[src/verilog/mc1201_config.svh]
// MC1201 bus fabric build parameters for widths, counts and I/O window bases
`ifndef MC1201_CONFIG_SVH
`define MC1201_CONFIG_SVH

`default_nettype none

//************************************************************
//* bus geometry
//************************************************************
`define ADDR_WIDTH 17   // 16-bit address plus console mode bit
`define DATA_WIDTH 16

`define DMA_MASTERS 2   // RK11 first then MY
`define SD_PORTS    4   // RK DW DX MY

//************************************************************
//* I/O page windows (octal base and lowest compared bit)
//************************************************************
`define UART1_BASE 17'o177560  // console UART 177560-177566
`define UART1_LSB  3
`define UART2_BASE 17'o176500  // second UART 176500-176506
`define UART2_LSB  3
`define LPT_BASE   17'o177514  // printer 177514-177516
`define LPT_LSB    2
`define RK_BASE    17'o177400  // RK11 177400-177416
`define RK_LSB     4
`define DW_BASE    17'o174000  // DW 174000-174036
`define DW_LSB     5
`define DX_BASE    17'o177170  // DX 177170-177172
`define DX_LSB     2
`define MY_BASE    17'o172140  // MY 172140-172142
`define MY_LSB     2
`define KGD_BASE   17'o176640  // graphics 176640-176646
`define KGD_LSB    3

// shadow monitor ROM sits where bits 16..13 read 1110
`define ROM_TAG    4'b1110

`default_nettype wire

`endif

[src/verilog/wb_pkg.sv]
// Wishbone types shared by every master and slave port of the fabric
`include "mc1201_config.svh"

`default_nettype none

package wb_pkg;

	//************************************************************
	//* master side
	//************************************************************
	typedef struct packed {
		logic [`ADDR_WIDTH-1:0] adr;  // bit 16 marks console space
		logic [`DATA_WIDTH-1:0] dat;  // write data
		logic                   cyc;  // cycle open
		logic                   we;   // 1 = write
		logic [1:0]             sel;  // high and low byte enables
		logic                   stb;  // transfer strobe
	} wb_req_t;

	//************************************************************
	//* slave side
	//************************************************************
	typedef struct packed {
		logic [`DATA_WIDTH-1:0] dat;  // read data
		logic                   ack;  // transfer done
	} wb_rsp_t;

endpackage

`default_nettype wire

[src/verilog/board_pkg.sv]
// Board level types for device selection and SD-card line bundles
`default_nettype none

package board_pkg;

	// device slots on the system bus
	// order here sets the bit position in every select vector
	typedef enum logic [3:0] {
		DEV_UART1 = 4'd0,  // console serial port
		DEV_UART2 = 4'd1,  // second serial port
		DEV_LPT   = 4'd2,  // parallel printer
		DEV_RK    = 4'd3,  // RK11 disk registers
		DEV_DW    = 4'd4,  // DW hard disk registers
		DEV_DX    = 4'd5,  // RX01 floppy registers
		DEV_MY    = 4'd6,  // MY floppy registers
		DEV_KGD   = 4'd7,  // graphics card
		DEV_ROM   = 4'd8,  // shadow monitor ROM
		DEV_DRAM  = 4'd9   // main memory
	} dev_idx_e;

	localparam int unsigned DEV_NUM = int'(DEV_DRAM) + 1;

	// one bit per device, at most one set
	typedef logic [DEV_NUM-1:0] dev_sel_t;

	// what each disk controller wants on the card pins
	typedef struct packed {
		logic cs;    // chip select
		logic mosi;  // serial data to card
	} sd_lines_t;

endpackage

`default_nettype wire

[src/verilog/bus_master_arbiter.sv]
// Bus master arbiter switching the shared Wishbone bus between CPU and DMA masters
`include "mc1201_config.svh"

`default_nettype none

module bus_master_arbiter (
	input  wire logic             wb_clk,
	input  wire logic             rst_i,
	input  wire wb_pkg::wb_req_t  cpu_req_i,
	input  wire wb_pkg::wb_req_t  dma_req_i [`DMA_MASTERS],  // cyc doubles as request
	input  wire wb_pkg::wb_rsp_t  bus_rsp_i,                 // merged slave response
	output wb_pkg::wb_req_t       bus_o,
	output wb_pkg::wb_rsp_t       cpu_rsp_o,
	output wb_pkg::wb_rsp_t       dma_rsp_o [`DMA_MASTERS],
	output logic                  cpu_gnt_o,
	output logic [`DMA_MASTERS-1:0] dma_gnt_o
);

	import wb_pkg::*;

	localparam wb_rsp_t RSP_IDLE = '{dat: '0, ack: 1'b0};  // what a parked master sees

	logic [`DMA_MASTERS-1:0] dma_pick;  // next owner among DMA masters

	//************************************************************
	//* priority pick
	//************************************************************
	// walk from the top so the lowest index overrides
	always_comb begin
		dma_pick = '0;
		for (int i = `DMA_MASTERS - 1; i >= 0; i--) begin
			if (dma_req_i[i].cyc) begin
				dma_pick    = '0;
				dma_pick[i] = 1'b1;
			end
		end
	end

	// grant register only moves while the bus is idle
	always_ff @(posedge wb_clk) begin
		if (rst_i) begin
			dma_gnt_o <= '0;             // CPU owns bus after reset
		end else if (!bus_o.cyc) begin
			dma_gnt_o <= dma_pick;       // empty pick hands bus back to CPU
		end
	end

	assign cpu_gnt_o = ~|dma_gnt_o;

	//************************************************************
	//* master to bus mux
	//************************************************************
	always_comb begin
		bus_o = cpu_req_i;  // default owner
		for (int i = 0; i < `DMA_MASTERS; i++) begin
			if (dma_gnt_o[i]) begin
				bus_o     = dma_req_i[i];
				bus_o.adr = {1'b0, dma_req_i[i].adr[`ADDR_WIDTH-2:0]};  // DMA sees user space only
				bus_o.sel = 2'b11;  // DMA always moves whole words
			end
		end
	end

	// response goes back to the owner only
	always_comb begin
		cpu_rsp_o = cpu_gnt_o ? bus_rsp_i : RSP_IDLE;
		for (int i = 0; i < `DMA_MASTERS; i++) begin
			dma_rsp_o[i] = dma_gnt_o[i] ? bus_rsp_i : RSP_IDLE;
		end
	end

endmodule

`default_nettype wire

[src/verilog/io_page_decoder.sv]
// Address decoder producing one device strobe per bus transfer
`include "mc1201_config.svh"

`default_nettype none

module io_page_decoder (
	input  wire wb_pkg::wb_req_t bus_i,
	output board_pkg::dev_sel_t  dev_stb_o
);

	import board_pkg::*;

	dev_sel_t hit;      // raw address match per device
	logic     bus_act;  // a transfer is on the bus

	// compare the address above lsb with the window base
	function automatic logic win_hit(
		input logic [`ADDR_WIDTH-1:0] adr,
		input logic [`ADDR_WIDTH-1:0] base,
		input int unsigned            lsb
	);
		return (adr >> lsb) == (base >> lsb);
	endfunction

	//************************************************************
	//* window match
	//************************************************************
	always_comb begin
		// I/O page registers
		hit[DEV_UART1] = win_hit(bus_i.adr, `UART1_BASE, `UART1_LSB);
		hit[DEV_UART2] = win_hit(bus_i.adr, `UART2_BASE, `UART2_LSB);
		hit[DEV_LPT]   = win_hit(bus_i.adr, `LPT_BASE, `LPT_LSB);
		hit[DEV_RK]    = win_hit(bus_i.adr, `RK_BASE, `RK_LSB);
		hit[DEV_DW]    = win_hit(bus_i.adr, `DW_BASE, `DW_LSB);
		hit[DEV_DX]    = win_hit(bus_i.adr, `DX_BASE, `DX_LSB);
		hit[DEV_MY]    = win_hit(bus_i.adr, `MY_BASE, `MY_LSB);
		hit[DEV_KGD]   = win_hit(bus_i.adr, `KGD_BASE, `KGD_LSB);

		// monitor ROM in the shadow space
		hit[DEV_ROM] = bus_i.adr[`ADDR_WIDTH-1:`ADDR_WIDTH-4] == `ROM_TAG;

		// user mode gets 000000-157776
		// console mode flips to 160000-177776
		hit[DEV_DRAM] = (bus_i.adr[`ADDR_WIDTH-2:`ADDR_WIDTH-4] != 3'b111)
			^ bus_i.adr[`ADDR_WIDTH-1];
	end

	assign bus_act = bus_i.cyc & bus_i.stb;

	// no strobe outside a live transfer
	assign dev_stb_o = hit & {DEV_NUM{bus_act}};

endmodule

`default_nettype wire

[src/verilog/slave_response_mux.sv]
// Slave response mux merging device acknowledges and read data for the bus
`default_nettype none

module slave_response_mux (
	input  wire board_pkg::dev_sel_t dev_stb_i,
	input  wire wb_pkg::wb_rsp_t     dev_rsp_i [board_pkg::DEV_NUM],
	output wb_pkg::wb_rsp_t          bus_rsp_o
);

	import board_pkg::*;

	//************************************************************
	//* merge
	//************************************************************
	// acks are ORed from every slave
	// data only from the strobed slave so idle slaves may drive junk
	always_comb begin
		bus_rsp_o = '0;  // nothing selected reads as zero
		for (int i = 0; i < DEV_NUM; i++) begin
			bus_rsp_o.ack = bus_rsp_o.ack | dev_rsp_i[i].ack;
			if (dev_stb_i[i]) begin
				bus_rsp_o.dat = bus_rsp_o.dat | dev_rsp_i[i].dat;  // one-hot strobe
			end
		end
	end

endmodule

`default_nettype wire

[src/verilog/sd_card_dispatcher.sv]
// SD-card dispatcher granting the single card to one disk controller at a time
`include "mc1201_config.svh"

`default_nettype none

module sd_card_dispatcher (
	input  wire logic                 wb_clk,
	input  wire logic                 rst_i,
	input  wire logic [`SD_PORTS-1:0] sd_req_i,                // RK DW DX MY
	input  wire board_pkg::sd_lines_t sd_lines_i [`SD_PORTS],
	output logic [`SD_PORTS-1:0]      sd_ack_o,                // one-hot owner
	output logic                      sdcard_cs_o,
	output logic                      sdcard_mosi_o
);

	import board_pkg::*;

	logic                 card_idle;   // nobody owns the card
	logic [`SD_PORTS-1:0] first_req;   // lowest requesting port
	sd_lines_t            card_lines;  // lines routed to the pins

	assign card_idle = ~|sd_ack_o;

	// lowest index wins so walk from the top
	always_comb begin
		first_req = '0;
		for (int i = `SD_PORTS - 1; i >= 0; i--) begin
			if (sd_req_i[i]) begin
				first_req    = '0;
				first_req[i] = 1'b1;
			end
		end
	end

	//************************************************************
	//* ownership
	//************************************************************
	always_ff @(posedge wb_clk) begin
		if (rst_i) begin
			sd_ack_o <= '0;
		end else if (card_idle) begin
			sd_ack_o <= first_req;  // search for a requester
		end else begin
			sd_ack_o <= sd_ack_o & sd_req_i;  // owner keeps card until it lets go
		end
	end

	//************************************************************
	//* card pin steering
	//************************************************************
	always_comb begin
		card_lines = sd_lines_i[0];  // RK drives the pins when idle
		for (int i = 1; i < `SD_PORTS; i++) begin
			if (sd_ack_o[i]) begin
				card_lines = sd_lines_i[i];
			end
		end
	end

	assign sdcard_cs_o   = card_lines.cs;
	assign sdcard_mosi_o = card_lines.mosi;

endmodule

`default_nettype wire

[src/verilog/mc1201_fabric.sv]
// MC1201 system bus fabric joining arbiter, decoder, response mux and SD dispatcher
`include "mc1201_config.svh"

`default_nettype none

module mc1201_fabric (
	input  wire logic                 wb_clk,
	input  wire logic                 rst_i,
	// masters
	input  wire wb_pkg::wb_req_t      cpu_req_i,
	input  wire wb_pkg::wb_req_t      dma_req_i [`DMA_MASTERS],
	output wb_pkg::wb_rsp_t           cpu_rsp_o,
	output wb_pkg::wb_rsp_t           dma_rsp_o [`DMA_MASTERS],
	output logic                      cpu_gnt_o,
	output logic [`DMA_MASTERS-1:0]   dma_gnt_o,
	// slaves
	output wb_pkg::wb_req_t           bus_o,
	output board_pkg::dev_sel_t       dev_stb_o,
	input  wire wb_pkg::wb_rsp_t      dev_rsp_i [board_pkg::DEV_NUM],
	// SD card
	input  wire logic [`SD_PORTS-1:0] sd_req_i,
	input  wire board_pkg::sd_lines_t sd_lines_i [`SD_PORTS],
	output logic [`SD_PORTS-1:0]      sd_ack_o,
	output logic                      sdcard_cs_o,
	output logic                      sdcard_mosi_o
);

	import wb_pkg::*;

	wb_rsp_t bus_rsp;  // merged slave answer back to the arbiter

	//************************************************************
	//* bus path
	//************************************************************
	bus_master_arbiter i_bus_master_arbiter (
		.wb_clk    (wb_clk),
		.rst_i     (rst_i),
		.cpu_req_i (cpu_req_i),
		.dma_req_i (dma_req_i),
		.bus_rsp_i (bus_rsp),
		.bus_o     (bus_o),
		.cpu_rsp_o (cpu_rsp_o),
		.dma_rsp_o (dma_rsp_o),
		.cpu_gnt_o (cpu_gnt_o),
		.dma_gnt_o (dma_gnt_o)
	);

	io_page_decoder i_io_page_decoder (
		.bus_i     (bus_o),
		.dev_stb_o (dev_stb_o)
	);

	slave_response_mux i_slave_response_mux (
		.dev_stb_i (dev_stb_o),
		.dev_rsp_i (dev_rsp_i),
		.bus_rsp_o (bus_rsp)
	);

	//************************************************************
	//* SD card sharing
	//************************************************************
	sd_card_dispatcher i_sd_card_dispatcher (
		.wb_clk        (wb_clk),
		.rst_i         (rst_i),
		.sd_req_i      (sd_req_i),
		.sd_lines_i    (sd_lines_i),
		.sd_ack_o      (sd_ack_o),
		.sdcard_cs_o   (sdcard_cs_o),
		.sdcard_mosi_o (sdcard_mosi_o)
	);

endmodule

`default_nettype wire

[config.mk]
export PLATFORM = sky130hd
export DESIGN_NAME = mc1201_fabric
export DESIGN_NICKNAME = d
export VERILOG_FILES = /design/src/verilog/wb_pkg.sv /design/src/verilog/board_pkg.sv /design/src/verilog/bus_master_arbiter.sv /design/src/verilog/io_page_decoder.sv /design/src/verilog/slave_response_mux.sv /design/src/verilog/sd_card_dispatcher.sv /design/src/verilog/mc1201_fabric.sv
export VERILOG_INCLUDE_DIRS = /design/src /design/src/verilog
export SDC_FILE = /design/constraint.sdc
export NUM_CORES = 1
export LEC_CHECK = 0
export BUFFER_PORTS_ARGS = -buffer_cell sky130_fd_sc_hd__buf_2
export CAP_MARGIN = 20
export CORE_AREA = 3 3 156 158
export DETAILED_ROUTE_END_ITERATION = 10
export DIE_AREA = 0 0 159 161
export HOLD_SLACK_MARGIN = 0.05
export SETUP_SLACK_MARGIN = 0.1
export SLEW_MARGIN = 20
export SYNTH_ARGS = -nofsm -noshare
export SYNTH_HDL_FRONTEND = slang
export SYNTH_SLANG_ARGS = --single-unit
export TNS_END_PERCENT = 100
[constraint.sdc]
create_clock -name wb_clk -period 3.58 [get_ports wb_clk]
set_input_delay 0.537 -clock wb_clk [delete_from_list [all_inputs] [get_ports wb_clk]]
set_output_delay 0.537 -clock wb_clk [all_outputs]
set_load 0.01 [all_outputs]
==> impl_metrics.xml <==
<?xml version="1.0" encoding="UTF-8"?>
<metrics>
  <group name="critical_path">
    <metric name="critPathKind" unit="">reg -&gt; out</metric>
    <metric name="cp_data_required_time" unit="ns">3.04</metric>
    <metric name="worst_r2r_path_depth" unit="">6</metric>
    <metric name="worst-path-max-fanout" unit="">8</metric>
    <metric name="worst_r2r_endpoint" unit="">i_bus_master_arbiter.dma_gnt_o[0]</metric>
    <metric name="critPathMaxStageDelay" unit="ns">0.41</metric>
    <metric name="timing.critical_path.to_type" unit="">output pin</metric>
    <metric name="r2r_setup_slack" unit="ns">2.00</metric>
    <metric name="worst_path_max_delay_cell" unit="">sky130_fd_sc_hd__a2111oi_2</metric>
    <metric name="timing.critical_path.arrival" unit="ns">2.87</metric>
    <metric name="setup.worst_path.start_class" unit="">flop</metric>
    <metric name="critical_r2r_launch" unit="">i_bus_master_arbiter.dma_gnt_o[0]</metric>
    <metric name="crit_path_cell_trace" unit="">mux2_2 -&gt; mux2i_2 -&gt; inv_1 -&gt; nand4_1 -&gt; nor4_4 -&gt; buf_6 -&gt; buf_12 -&gt; clkbuf_16 -&gt; and2_1 -&gt; a2111oi_2 -&gt; a21oi_1 -&gt; buf_2</metric>
  </group>
  <group name="logic_synthesis">
    <metric name="synthesis.area" unit="µm²">3110</metric>
    <metric name="synthDistinctLibCells" unit="">53</metric>
    <metric name="seq_area_frac_synth" unit="%">3.86</metric>
    <metric name="synth_edf_count" unit="">0</metric>
    <metric name="syn_inst" unit="">456</metric>
    <metric name="yosys.area.top_type_share" unit="%">11.6</metric>
    <metric name="ys_async_sr_fraction" unit="%">0</metric>
    <metric name="synth_ff_type" unit="">sky130_fd_sc_hd__dfxtp_1</metric>
    <metric name="synth_area_leader_cell" unit="">sky130_fd_sc_hd__mux2i_1</metric>
    <metric name="synthesis.nets" unit="">754</metric>
    <metric name="synth_seq_cells" unit="">6</metric>
    <metric name="syn_avg_cell_area" unit="µm²">6.83</metric>
    <metric name="yosys_warnings" unit="">0</metric>
    <metric name="synth_top_cells_by_area" unit="">sky130_fd_sc_hd__mux2i_1, sky130_fd_sc_hd__a21oi_1, sky130_fd_sc_hd__and2_1</metric>
  </group>
  <group name="sta">
    <metric name="rsz0062_at_grt" unit="">yes</metric>
    <metric name="timing_max_transition_violations_final" unit="">0</metric>
    <metric name="min_period_over_period" unit="%">95.3</metric>
    <metric name="post-route-min-period" unit="ns">3.41</metric>
    <metric name="achievable-frequency" unit="MHz">293</metric>
    <metric name="final_hold_viol_count" unit="">0</metric>
    <metric name="final.setup_skew" unit="ns">0.00182</metric>
    <metric name="fin_worst_setup_slack" unit="ns">0.169</metric>
    <metric name="slew_headroom" unit="%">64.7</metric>
    <metric name="worst-slew-pin-transition" unit="ns">0.528</metric>
    <metric name="finalSetupTns" unit="ns">0</metric>
    <metric name="setup_viol" unit="">0</metric>
  </group>
  <group name="pwr">
    <metric name="share_clk_of_total_power" unit="%">18.3</metric>
    <metric name="power.net_switching" unit="µW">427</metric>
    <metric name="static-leakage-power" unit="µW">0.00302</metric>
    <metric name="swShare" unit="%">43.7</metric>
    <metric name="max-vdd-ir-drop" unit="mV">0.144</metric>
    <metric name="cellPowerDensity" unit="nW/µm²">151</metric>
    <metric name="pwr-share-seq" unit="%">7.8</metric>
    <metric name="combinationalPowerShare" unit="%">73.9</metric>
    <metric name="internal_power" unit="µW">551</metric>
  </group>
  <group name="placement">
    <metric name="globalplace.congestion" unit="">0.963</metric>
    <metric name="hpwl" unit="mm">20.2</metric>
    <metric name="port-buffer-count" unit="">399</metric>
    <metric name="preCtsSetupSlack" unit="ns">0.0930</metric>
  </group>
  <group name="floorplanning">
    <metric name="num_ports" unit="">406</metric>
    <metric name="die_area" unit="µm²">25600</metric>
    <metric name="die_height" unit="µm">161</metric>
    <metric name="die-width" unit="µm">159</metric>
    <metric name="number_of_cell_rows" unit="">56</metric>
    <metric name="floorplan.initialDensity" unit="%">13.4</metric>
    <metric name="core_area" unit="µm²">23300</metric>
  </group>
  <group name="finish">
    <metric name="layout-drive-gt1-share" unit="%">61.2</metric>
    <metric name="layout-area-overhead-vs-synth" unit="%">108</metric>
    <metric name="antenna_cells" unit="">0</metric>
    <metric name="filler_cell_count" unit="">2578</metric>
    <metric name="fin_nets" unit="">1192</metric>
  </group>
  <group name="cts">
    <metric name="numCtsBuffers" unit="">3</metric>
    <metric name="clock_pin_transition_on_the_worst_setup_and_hold_timing_paths" unit="ns">0.03</metric>
    <metric name="clk_root_buffer_cell" unit="">sky130_fd_sc_hd__clkbuf_16</metric>
    <metric name="clock_sinks" unit="">6</metric>
    <metric name="clock_tree_from_tritoncts" unit="">built</metric>
    <metric name="cts_hold_buf" unit="">0</metric>
    <metric name="cts-root-to-sink-buffers" unit="">2</metric>
    <metric name="insertion_delay" unit="ns">0.23</metric>
    <metric name="cts_max_level" unit="">1</metric>
  </group>
  <group name="hold_path">
    <metric name="worst_min_delay_path_endpoint" unit="">i_sd_card_dispatcher.sd_ack_o[0]</metric>
    <metric name="min_path_cells" unit="">2</metric>
    <metric name="holdCritPathClass" unit="">reg -&gt; reg</metric>
    <metric name="holdCritStartpoint" unit="">i_sd_card_dispatcher.sd_ack_o[0]</metric>
  </group>
  <group name="grt">
    <metric name="grt_first_pass_wirelength" unit="mm">33.1</metric>
    <metric name="via_count_of_the_first_global_routing_pass" unit="">5449</metric>
    <metric name="grt_start_max_net_pins" unit="">35</metric>
    <metric name="grtUsageTotal" unit="%">16.8</metric>
    <metric name="grt_antenna_before_repair" unit="">6</metric>
    <metric name="grt.overflow.total" unit="">0</metric>
  </group>
  <group name="run_status">
    <metric name="outcome" unit="">complete, no violations</metric>
  </group>
  <group name="route">
    <metric name="drtAntennaViolNets" unit="">0</metric>
    <metric name="drt_first_iter_violations" unit="">342</metric>
    <metric name="wl_per_cell" unit="µm">19.8</metric>
    <metric name="vias" unit="">5610</metric>
    <metric name="via_per_inst" unit="">4.63</metric>
    <metric name="total_iterations_of_the_first_detailed_routing_run" unit="">6</metric>
    <metric name="remaining_drc_errors" unit="">0</metric>
    <metric name="drt_wl_total" unit="mm">23.9</metric>
  </group>
  <group name="flow_run">
    <metric name="max_cap_viol_count" unit="">0</metric>
  </group>
</metrics>
==> per-stage QoR <==
step	total power (µW)	area, µm²	std cells	hold WS [ns]	util, %
finish	978	6490	1211	0.500	27.9
global route	1050	6490	1211	0.566	27.9
CTS	942	6090	1195	0.505	26.2
detailed placement	747	5860	1189	0.501	25.2
global placement	743	5860	1189	0.492	25.2
floorplan	362	3110	456	0.521	-
==> worst max-delay path by stage <==
stage | endpoint | slack [ns] | from
final | dma_rsp_o[18] | 0.17 | i_bus_master_arbiter.dma_gnt_o[0]
after global routing | dma_rsp_o[18] | 0.04 | i_bus_master_arbiter.dma_gnt_o[0]
after CTS | cpu_rsp_o[16] | 0.02 | i_bus_master_arbiter.dma_gnt_o[0]
after detailed placement | dma_rsp_o[30] | 0.09 | dma_req_i[42]
after global placement | dma_rsp_o[30] | 0.04 | dma_req_i[42]
after floorplan | cpu_rsp_o[10] | 0.55 | i_bus_master_arbiter.dma_gnt_o[0]
==> metal layers <==
layer  GRT usage, %  up-vias  routed length [µm]
met5              0        -                  41
met4           3.62        6                 553
li1               -     2652                   -
met3           3.44       44                1860
met2           33.5      365               12800
met1           18.3     2543                8700
==> cells in the final DEF (no fill, tap or decap), types with 2 or more instances in the layout <==
master,n
sky130_fd_sc_hd__mux2_2,3
sky130_fd_sc_hd__o21ai_1,2
sky130_fd_sc_hd__nand3_1,22
sky130_fd_sc_hd__nor3b_1,18
sky130_fd_sc_hd__o21a_1,3
sky130_fd_sc_hd__o2bb2ai_1,13
sky130_fd_sc_hd__a31oi_1,3
sky130_fd_sc_hd__a21oi_2,5
sky130_fd_sc_hd__and2_1,36
sky130_fd_sc_hd__or3_1,2
sky130_fd_sc_hd__a221oi_1,7
sky130_fd_sc_hd__nor2_1,12
sky130_fd_sc_hd__nor3_1,5
sky130_fd_sc_hd__buf_4,58
sky130_fd_sc_hd__nor4_4,4
sky130_fd_sc_hd__buf_12,16
sky130_fd_sc_hd__clkbuf_16,4
sky130_fd_sc_hd__a2111oi_2,10
sky130_fd_sc_hd__o21ai_2,5
sky130_fd_sc_hd__o22ai_2,3
sky130_fd_sc_hd__a221oi_2,6
sky130_fd_sc_hd__nand2_1,43
sky130_fd_sc_hd__mux2i_1,35
sky130_fd_sc_hd__a32oi_1,13
sky130_fd_sc_hd__o21ai_0,21
sky130_fd_sc_hd__nand4_1,18
sky130_fd_sc_hd__a21oi_1,52
sky130_fd_sc_hd__inv_1,12
sky130_fd_sc_hd__o22ai_1,12
sky130_fd_sc_hd__buf_6,4
sky130_fd_sc_hd__buf_2,398
sky130_fd_sc_hd__dfxtp_1,4
sky130_fd_sc_hd__nor4_1,3
sky130_fd_sc_hd__nor3_4,2
sky130_fd_sc_hd__a2111oi_4,6
==> logic make-up after synthesis <==
group | synth area share, %
xor+xnor | 0.281
flops | 3.86
buf+inv | 9.32
mux | 13.1
compound gates | 38.1
simple gates | 35.3
==> layout make-up <==
| cell class | instances | area [µm²] | area share (%) |
|---|---|---|---|
| Multi-Input combinational cell | 393 | 3020 | 46.5 |
| Sequential cell | 6 | 125 | 1.93 |
| Inverter | 13 | 52.6 | 0.810 |
| Clock buffer | 3 | 75.1 | 1.16 |
| Tap cell | 319 | 399 | 6.15 |
| Timing Repair Buffer | 477 | 2820 | 43.4 |
==> registers in the layout, indices dropped and copies added, names as in the netlist <==
signal and cells:
i_bus_master_arbiter.dma_gnt_o 2, i_sd_card_dispatcher.sd_ack_o 4
==> power groups by stage <==
stage	clock (µW)	sequential, µW	combinational (µW)
2_1_floorplan	0	76.4	286
3_3_place_gp	0	77.6	665
3_5_place_dp	0	77.6	669
4_1_cts	182	76.7	683
5_1_grt	185	77.5	784
6_report	179	76.7	723
==> synthesized netlist by cell type, types with 6 or more instances <==
cell / n
sky130_fd_sc_hd__a2111oi_2: 9
sky130_fd_sc_hd__nand2_1: 43
sky130_fd_sc_hd__clkbuf_1: 21
sky130_fd_sc_hd__nor3b_1: 18
sky130_fd_sc_hd__and2_1: 37
sky130_fd_sc_hd__nand3_1: 23
sky130_fd_sc_hd__dfxtp_1: 6
sky130_fd_sc_hd__inv_1: 13
sky130_fd_sc_hd__nand4_1: 18
sky130_fd_sc_hd__o21ai_0: 22
sky130_fd_sc_hd__mux2i_1: 36
sky130_fd_sc_hd__o22ai_1: 16
sky130_fd_sc_hd__a2111oi_1: 6
sky130_fd_sc_hd__a32oi_1: 14
sky130_fd_sc_hd__nor2_1: 13
sky130_fd_sc_hd__o2bb2ai_1: 14
sky130_fd_sc_hd__a221oi_1: 14
sky130_fd_sc_hd__a21oi_1: 56
sky130_fd_sc_hd__buf_2: 13
==> critical path, delay by kind of cell (launching register included) <==
kind                   cells  cell delay (ns)
buffers and inverters      5             0.69
flip-flops                 1             0.39
multiplexers               2             0.60
AND/OR/NAND/NOR            3             0.39
AO/OA/AOI/OAI              2             0.57
==> repair_timing <==
item | in CTS | in global routing
cloned | 0 | 1
buffers inserted | 3 | 15
setup endpoints to repair | 48 | 48
gates resized for setup | 22 | 42
hold endpoints to repair | 0 | 0
pin swaps | 3 | 7
Note: power is estimated with default switching activity, not from simulation.
